--- src/logic/mips_pkg.sv ---
`default_nettype none

package mips_pkg;

	typedef logic [31:0] word_t; // Data or address word
	typedef logic [4:0] reg_addr_t; // GPR index

	// Primary opcodes, instr[31:26]
	typedef enum logic [5:0] {
		OP_SPECIAL = 6'h00, // R-type, decoded by funct
		OP_J       = 6'h02,
		OP_JAL     = 6'h03,
		OP_BEQ     = 6'h04,
		OP_BNE     = 6'h05,
		OP_ADDIU   = 6'h09,
		OP_SLTI    = 6'h0A,
		OP_SLTIU   = 6'h0B,
		OP_ANDI    = 6'h0C,
		OP_ORI     = 6'h0D,
		OP_XORI    = 6'h0E,
		OP_LUI     = 6'h0F,
		OP_LW      = 6'h23,
		OP_SW      = 6'h2B
	} opcode_e;

	// Funct codes under SPECIAL, instr[5:0]
	typedef enum logic [5:0] {
		FN_SLL  = 6'h00,
		FN_SRL  = 6'h02,
		FN_SRA  = 6'h03,
		FN_JR   = 6'h08,
		FN_ADDU = 6'h21,
		FN_SUBU = 6'h23,
		FN_AND  = 6'h24,
		FN_OR   = 6'h25,
		FN_XOR  = 6'h26,
		FN_SLT  = 6'h2A,
		FN_SLTU = 6'h2B
	} funct_e;

	typedef enum logic [3:0] {
		ALU_ADD  = 4'd0,
		ALU_SUB  = 4'd1,
		ALU_AND  = 4'd2,
		ALU_OR   = 4'd3,
		ALU_XOR  = 4'd4,
		ALU_NONE = 4'd5, // Reserved slot, result is zero
		ALU_SLT  = 4'd6,
		ALU_SLTU = 4'd7,
		ALU_SLL  = 4'd8,
		ALU_SRL  = 4'd9,
		ALU_SRA  = 4'd10,
		ALU_LUI  = 4'd11
	} alu_op_e;

	typedef enum logic [1:0] {DST_RT = 2'd0, DST_RD = 2'd1, DST_R31 = 2'd2} dst_sel_e;
	typedef enum logic [1:0] {RES_ALU = 2'd0, RES_MEM = 2'd1, RES_LINK = 2'd2} result_sel_e;

	typedef struct packed {
		logic reg_write; // GPR write at retire
		dst_sel_e dst_sel; // Which field names the destination
		logic alu_src_imm; // ALU b from immediate
		logic imm_zero_ext; // Logical immediates
		logic shift_by_shamt; // Shift amount from instr[10:6]
		logic mem_read;
		logic mem_write;
		result_sel_e result_sel; // Writeback source
		logic branch_eq;
		logic branch_ne;
		logic jump; // J and JAL
		logic jump_reg; // JR
		alu_op_e alu_op;
		logic valid; // Recognised encoding
	} ctrl_t;

endpackage

`default_nettype wire

--- src/logic/instr_decoder.sv ---
`timescale 1ns/1ps
`default_nettype none

module instr_decoder (
	input  mips_pkg::word_t instr,
	output mips_pkg::ctrl_t ctrl
);

	mips_pkg::opcode_e opcode;
	mips_pkg::funct_e funct;

	assign opcode = mips_pkg::opcode_e'(instr[31:26]);
	assign funct = mips_pkg::funct_e'(instr[5:0]);

	always_comb begin
		ctrl = '0; // Invalid and harmless unless matched below
		case (opcode)
			mips_pkg::OP_SPECIAL: begin
				ctrl.valid = 1'b1;
				ctrl.reg_write = 1'b1;
				ctrl.dst_sel = mips_pkg::DST_RD;
				case (funct)
					mips_pkg::FN_ADDU: ctrl.alu_op = mips_pkg::ALU_ADD;
					mips_pkg::FN_SUBU: ctrl.alu_op = mips_pkg::ALU_SUB;
					mips_pkg::FN_AND:  ctrl.alu_op = mips_pkg::ALU_AND;
					mips_pkg::FN_OR:   ctrl.alu_op = mips_pkg::ALU_OR;
					mips_pkg::FN_XOR:  ctrl.alu_op = mips_pkg::ALU_XOR;
					mips_pkg::FN_SLT:  ctrl.alu_op = mips_pkg::ALU_SLT;
					mips_pkg::FN_SLTU: ctrl.alu_op = mips_pkg::ALU_SLTU;
					mips_pkg::FN_SLL, mips_pkg::FN_SRL, mips_pkg::FN_SRA: begin
						ctrl.shift_by_shamt = 1'b1; // Constant shifts only
						ctrl.alu_op = (funct == mips_pkg::FN_SLL) ? mips_pkg::ALU_SLL :
							(funct == mips_pkg::FN_SRL) ? mips_pkg::ALU_SRL : mips_pkg::ALU_SRA;
					end
					mips_pkg::FN_JR: begin
						ctrl.reg_write = 1'b0; // Target is rs, nothing written
						ctrl.jump_reg = 1'b1;
					end
					default: begin
						ctrl.valid = 1'b0;
						ctrl.reg_write = 1'b0;
					end
				endcase
			end
			mips_pkg::OP_ADDIU, mips_pkg::OP_SLTI, mips_pkg::OP_SLTIU, mips_pkg::OP_ANDI,
			mips_pkg::OP_ORI, mips_pkg::OP_XORI, mips_pkg::OP_LUI: begin
				ctrl.valid = 1'b1;
				ctrl.reg_write = 1'b1; // Destination is rt
				ctrl.alu_src_imm = 1'b1;
				case (opcode)
					mips_pkg::OP_SLTI:  ctrl.alu_op = mips_pkg::ALU_SLT;
					mips_pkg::OP_SLTIU: ctrl.alu_op = mips_pkg::ALU_SLTU; // Sign extended, unsigned compare
					mips_pkg::OP_LUI:   ctrl.alu_op = mips_pkg::ALU_LUI;
					mips_pkg::OP_ANDI:  ctrl.alu_op = mips_pkg::ALU_AND;
					mips_pkg::OP_ORI:   ctrl.alu_op = mips_pkg::ALU_OR;
					mips_pkg::OP_XORI:  ctrl.alu_op = mips_pkg::ALU_XOR;
					default:            ctrl.alu_op = mips_pkg::ALU_ADD;
				endcase
				ctrl.imm_zero_ext = (opcode == mips_pkg::OP_ANDI) || (opcode == mips_pkg::OP_ORI) ||
					(opcode == mips_pkg::OP_XORI);
			end
			mips_pkg::OP_LW: begin
				ctrl.valid = 1'b1;
				ctrl.reg_write = 1'b1;
				ctrl.alu_src_imm = 1'b1; // Base plus offset
				ctrl.mem_read = 1'b1;
				ctrl.result_sel = mips_pkg::RES_MEM;
			end
			mips_pkg::OP_SW: begin
				ctrl.valid = 1'b1;
				ctrl.alu_src_imm = 1'b1;
				ctrl.mem_write = 1'b1;
			end
			mips_pkg::OP_BEQ, mips_pkg::OP_BNE: begin
				ctrl.valid = 1'b1;
				ctrl.alu_op = mips_pkg::ALU_SUB; // Zero flag compares rs and rt
				ctrl.branch_eq = (opcode == mips_pkg::OP_BEQ);
				ctrl.branch_ne = (opcode == mips_pkg::OP_BNE);
			end
			mips_pkg::OP_J: begin
				ctrl.valid = 1'b1;
				ctrl.jump = 1'b1;
			end
			mips_pkg::OP_JAL: begin
				ctrl.valid = 1'b1;
				ctrl.jump = 1'b1;
				ctrl.reg_write = 1'b1;
				ctrl.dst_sel = mips_pkg::DST_R31; // Link to ra
				ctrl.result_sel = mips_pkg::RES_LINK;
			end
			default: ctrl = '0;
		endcase
	end

endmodule

`default_nettype wire

--- src/logic/alu.sv ---
`timescale 1ns/1ps
`default_nettype none

module alu (
	input  mips_pkg::alu_op_e op,
	input  mips_pkg::word_t a,
	input  mips_pkg::word_t b,
	input  logic [4:0] shamt,
	output mips_pkg::word_t result,
	output logic zero
);

	always_comb begin
		case (op)
			mips_pkg::ALU_ADD: begin
				result = a + b; // No overflow trap
			end
			mips_pkg::ALU_SUB: begin
				result = a - b;
			end
			mips_pkg::ALU_AND: begin
				result = a & b;
			end
			mips_pkg::ALU_OR: begin
				result = a | b;
			end
			mips_pkg::ALU_XOR: begin
				result = a ^ b;
			end
			mips_pkg::ALU_SLT: begin
				result = {31'b0, $signed(a) < $signed(b)};
			end
			mips_pkg::ALU_SLTU: begin
				result = {31'b0, a < b};
			end
			mips_pkg::ALU_SLL: begin
				result = b << shamt; // Shifts act on rt
			end
			mips_pkg::ALU_SRL: begin
				result = b >> shamt;
			end
			mips_pkg::ALU_SRA: begin
				result = $signed(b) >>> shamt; // Sign fill
			end
			mips_pkg::ALU_LUI: begin
				result = {b[15:0], 16'b0};
			end
			default: begin
				result = '0; // ALU_NONE and unused codes
			end
		endcase
	end

	assign zero = (result == '0); // Used for BEQ and BNE

endmodule

`default_nettype wire

--- src/logic/reg_file.sv ---
`timescale 1ns/1ps
`default_nettype none

module reg_file (
	input  logic clk,
	input  logic reset,
	input  logic we,
	input  mips_pkg::reg_addr_t ra1,
	input  mips_pkg::reg_addr_t ra2,
	input  mips_pkg::reg_addr_t wa,
	input  mips_pkg::word_t wd,
	output mips_pkg::word_t rd1,
	output mips_pkg::word_t rd2,
	output mips_pkg::word_t v0
);

	mips_pkg::word_t regs [0:31];

	always_ff @(posedge clk or posedge reset) begin
		if (reset) begin
			for (int i = 0; i < 32; i++) begin
				regs[i] <= '0; // Whole file starts clean
			end
		end else if (we && (wa != '0)) begin
			regs[wa] <= wd; // Writes to zero are dropped
		end
	end

	// Two asynchronous read ports
	assign rd1 = (ra1 == '0) ? '0 : regs[ra1];
	assign rd2 = (ra2 == '0) ? '0 : regs[ra2];
	assign v0 = regs[2]; // Result register view

endmodule

`default_nettype wire

--- src/logic/mips_core.sv ---
`timescale 1ns/1ps
`default_nettype none

module mips_core #(
	parameter mips_pkg::word_t RESET_VECTOR = 32'hBFC00000
) (
	input  logic clk,
	input  logic reset,
	input  logic clk_enable,
	output logic active,
	output mips_pkg::word_t register_v0,
	output mips_pkg::word_t instr_address,
	input  mips_pkg::word_t instr_readdata,
	output mips_pkg::word_t data_address,
	output logic data_write,
	output logic data_read,
	output mips_pkg::word_t data_writedata,
	input  mips_pkg::word_t data_readdata
);

	mips_pkg::word_t pc;
	mips_pkg::word_t next_pc;
	mips_pkg::word_t pc_plus4;
	mips_pkg::word_t imm_ext;
	mips_pkg::word_t branch_target;
	mips_pkg::word_t jump_target;
	mips_pkg::word_t rd1;
	mips_pkg::word_t rd2;
	mips_pkg::word_t alu_b;
	mips_pkg::word_t alu_result;
	mips_pkg::word_t wb_data;
	mips_pkg::reg_addr_t dst_addr;
	mips_pkg::ctrl_t ctrl;
	logic [4:0] shamt;
	logic alu_zero;
	logic branch_taken;
	logic retire; // This edge commits one instruction
	logic reg_we;

	instr_decoder u_decoder (.instr(instr_readdata), .ctrl(ctrl));

	reg_file u_regs (
		.clk(clk), .reset(reset), .we(reg_we),
		.ra1(instr_readdata[25:21]), .ra2(instr_readdata[20:16]), .wa(dst_addr),
		.wd(wb_data), .rd1(rd1), .rd2(rd2), .v0(register_v0)
	);

	alu u_alu (
		.op(ctrl.alu_op), .a(rd1), .b(alu_b), .shamt(shamt),
		.result(alu_result), .zero(alu_zero)
	);

	assign retire = clk_enable && active;
	assign instr_address = pc;

	// Immediate and targets
	assign imm_ext = ctrl.imm_zero_ext ? {16'b0, instr_readdata[15:0]} :
		{{16{instr_readdata[15]}}, instr_readdata[15:0]};
	assign pc_plus4 = pc + 32'd4; // Also the link value, no delay slot
	assign branch_target = pc_plus4 + {imm_ext[29:0], 2'b00};
	assign jump_target = {pc_plus4[31:28], instr_readdata[25:0], 2'b00};

	assign alu_b = ctrl.alu_src_imm ? imm_ext : rd2;
	assign shamt = ctrl.shift_by_shamt ? instr_readdata[10:6] : 5'd0;
	assign branch_taken = (ctrl.branch_eq && alu_zero) || (ctrl.branch_ne && !alu_zero);

	always_comb begin
		if (ctrl.jump_reg) next_pc = rd1;
		else if (ctrl.jump) next_pc = jump_target;
		else if (branch_taken) next_pc = branch_target;
		else next_pc = pc_plus4; // Includes invalid encodings
	end

	always_comb begin
		case (ctrl.dst_sel)
			mips_pkg::DST_RD:  dst_addr = instr_readdata[15:11];
			mips_pkg::DST_R31: dst_addr = 5'd31;
			default:           dst_addr = instr_readdata[20:16];
		endcase
		case (ctrl.result_sel)
			mips_pkg::RES_MEM:  wb_data = data_readdata;
			mips_pkg::RES_LINK: wb_data = pc_plus4;
			default:            wb_data = alu_result;
		endcase
	end

	// Strobes only on a retiring cycle
	assign reg_we = retire && ctrl.valid && ctrl.reg_write;
	assign data_read = retire && ctrl.valid && ctrl.mem_read;
	assign data_write = retire && ctrl.valid && ctrl.mem_write;
	assign data_address = alu_result; // Base plus offset
	assign data_writedata = rd2;

	always_ff @(posedge clk or posedge reset) begin
		if (reset) begin
			pc <= RESET_VECTOR;
			active <= 1'b1;
		end else if (retire) begin
			pc <= next_pc;
			if (next_pc == '0) active <= 1'b0; // Jump to zero halts
		end
	end

	a_data_aligned: assert property (@(posedge clk) disable iff (reset)
		(data_read || data_write) |-> (data_address[1:0] == 2'b00));

	a_fetch_aligned: assert property (@(posedge clk) disable iff (reset)
		active |-> (instr_address[1:0] == 2'b00));

endmodule

`default_nettype wire

--- config.mk ---
export PLATFORM = sky130hd
export DESIGN_NAME = mips_core
export DESIGN_NICKNAME = d
export VERILOG_FILES = /design/src/logic/mips_pkg.sv /design/src/logic/instr_decoder.sv /design/src/logic/alu.sv /design/src/logic/reg_file.sv /design/src/logic/mips_core.sv
export SDC_FILE = /design/constraint.sdc
export NUM_CORES = 2
export LEC_CHECK = 0
export CORE_ASPECT_RATIO = 1.75
export CORE_MARGIN = 1.5
export CORE_UTILIZATION = 42
export CTS_CLUSTER_SIZE = 14
export DETAILED_ROUTE_END_ITERATION = 10
export DONT_BUFFER_PORTS = 1
export SYNTH_ARGS = -nofsm -noshare
export SYNTH_HDL_FRONTEND = slang
export SYNTH_SLANG_ARGS = --single-unit
--- constraint.sdc ---
create_clock -name clk -period 56.7 [get_ports clk]
set_input_delay 8.505 -clock clk [delete_from_list [all_inputs] [get_ports clk]]
set_output_delay 8.505 -clock clk [all_outputs]
set_load 0.03 [all_outputs]
==> metrics <==
outcome finished, violations left; failing checks max-capacitance violations, max-slew violations; CTS Buf Count 99; Post-CTS Setup Inserts 0; hpwl dp 226000 µm; CP endpoint kind primary output; final setup TNS 0 ns; die width 307 µm; Ys Warns 0; Relative slew margins -7.08%; crit path cell chain mux4_2, a22o_1, a211o_1, a32oi_1, inv_1, ha_1, fa_1, a211oi_1, o21ai_0, nand3_1, a21oi_1, a2111oi_1, nor3_1, o21ai_0, a21oi_1, or2_2, a31o_2, a221o_1, a21oi_1, inv_1; Via density 6.84; WP data arrival 16.95 ns; post-synthesis cell area 67900 µm²; Total Routing Usage GR 40.1%; post-cts sizing count 0; Syn-to-layout area delta 7.47%; placer congestion estimate 1.10; Max Freq 0.0393 GHz; Max Cap Viol 2; leakage 0.0306 µW; Initial DRC Count 6825; clk_skew 0.0897 ns; most frequent cells in the layout 1176 x nand2_1, 1100 x o21ai_0, 1047 x dfrtp_1; vias in the first global route 58300; Worst-Skew Late Latency 0.76 ns; drt drc 0; initial antenna violation count 20; Syn Nets 7118; Final Max Slew Viols 73; Setup violations, final 0; power per cell area 25.4 nW/µm²; clk slew on worst S/H paths 0.06 ns; sequential element share of the synthesized area 39.0%; die height 535 µm; CTS tree yes; crit-path most repeated cell a21oi_1; Startpoint Class input pin; Power, Total 1850 µW; total grt overflow 0; # H-tree levels 3; minimum clock period 25.46 ns; first-pass GRT wire length 460000 µm; NumNets Final 6733; Rows 195; Post-synth top flop dfrtp_1; share of cells above drive strength 1 17.6%; Root Buffer clkbuf_16; drt wl/cell 37.9 µm; Final ANT Viol Nets 0; Fillers 15000; largest net degree at the start of global routing 334; TritonRoute pass-1 iters 8; IO Count 198; Initial Util 42.2%; I/O Buffers 0; Clock Path Buffers 3; Slowest cell on crit path a2111oi_1; Worst IR Drop VDD 0.0275 mV; Core Area 161000 µm²; synthesized instance count 6912; Worst path max stage delay 1.21 ns; via count 59500; multi-input combinational cell area 38400 µm²; kind of critical path input pin to primary output; synthesized area per cell 9.82 µm²; most common cell after layout, fill and taps aside nand2_1; WL final 330000 µm; cts hold-fix bufs 0; Crit Path Max Fanout 333; final hold vios 0; Worst EP required 48.19 ns; Synth cell types 105; unrepaired setup endpoints after global routing false; Storage cell area 26500 µm²; Hold Path Class flip-flop to flip-flop; #FFs+latches synth 1057; CTS Sinks 1057; Async SR Flop Fraction 100%; Final Cycle Share 44.9%; full die area 164000 µm²; worst slew pin tran 1.61 ns; Post-synth EDFFs 0
[stage by stage]
step	instances	utilization (%)	setup slack [ns]	area [µm²]	hold WS, ns
finish	8695	45.4	31.24	73000	0.395
global route	8673	45.3	31.55	72900	0.411
CTS	8670	45.3	31.78	72800	0.399
detailed placement	8492	43.3	31.82	69600	0.383
global placement	8492	43.3	31.86	69600	0.377
floorplan	6912	-	18.46	67900	0.441
[power breakdown]
part           leakage (µW)  total, µW  internal, µW  switching [µW]
combinational        0.0143        349           113             236
clock               0.00161        690           378             312
sequential           0.0147        812           772            40.0
[final timing paths]
path | startpoint | to | slack, ns | depth (start not counted)
min | u_regs.regs[1019]$_DFFE_PP0P_ | u_regs.regs[1019]$_DFFE_PP0P_ | 0.40 | 0
min reg2reg | u_regs.regs[1019]$_DFFE_PP0P_ | u_regs.regs[1019]$_DFFE_PP0P_ | 0.40 | 0
min in group asynchronous | reset | u_regs.regs[885]$_DFFE_PP0P_ | 7.75 | 1
max in group asynchronous | reset | u_regs.regs[13]$_DFFE_PP0P_ | 45.60 | 4
max reg2reg | u_regs.v0[3]$_DFFE_PP0P_ | active$_DFFE_PP1P_ | 44.95 | 24
max | instr_readdata[16] | data_address[30] | 31.24 | 20
[cells by family after synthesis]
group	share of synthesized area [%]
AOI/OAI and AO/OA	18.9
adders and majority gates	2.60
xor gates and xnor gates	0.826
DFF	39.0
and+or+nand+nor	12.0
buffers and inverters	5.20
muxes	21.5
[cells in the mapped netlist, types with 57 or more instances]
cell type | number | area [µm²]
nand2_1 | 1209 | 4540
nor3_1 | 88 | 440
mux4_2 | 505 | 11400
inv_1 | 125 | 469
a21oi_1 | 220 | 1100
nand3_1 | 102 | 510
dfrtp_1 | 1047 | 26200
nor2_1 | 324 | 1220
a22oi_1 | 64 | 480
clkbuf_1 | 546 | 2050
o221ai_1 | 83 | 727
buf_1 | 57 | 214
mux2_2 | 105 | 1180
ha_1 | 136 | 1700
o21ai_0 | 1108 | 5550
a211oi_1 | 58 | 435
mux2i_1 | 185 | 1850
[critical path: cells and delay by family]
| kind | cells | cell delay (ns) |
|---|---|---|
| AOI/OAI and AO/OA | 12 | 4.95 |
| adders and majority gates | 2 | 0.86 |
| muxes | 1 | 0.83 |
| and+or+nand+nor | 3 | 0.74 |
| buffers and inverters | 2 | 0.53 |
[registers in the layout, summed over array words and instances, names as in the netlist]
signal         flops
active             1
instr_address     32
u_regs.regs      992
u_regs.v0         32
[layout make-up]
type                       count  area share, %
multi-input combinational   5021           52.6
clock inverter                25          0.460
clock buffer                 153           4.05
timing repair buffer         220           2.33
inverter                     128          0.669
sequential                  1057           36.3
antenna                       23         0.0789
tap                         2068           3.55
[layer usage]
metal / wire [µm] / GRT usage, % / vias to the layer above
met4: 37100 / 38.2 / 14
met2: 153000 / 63.1 / 3449
met5: 76 / 0 / -
met1: 111000 / 43.0 / 30000
li1: - / - / 24800
met3: 28700 / 11.5 / 1270
(Power assumes the default switching activity.)
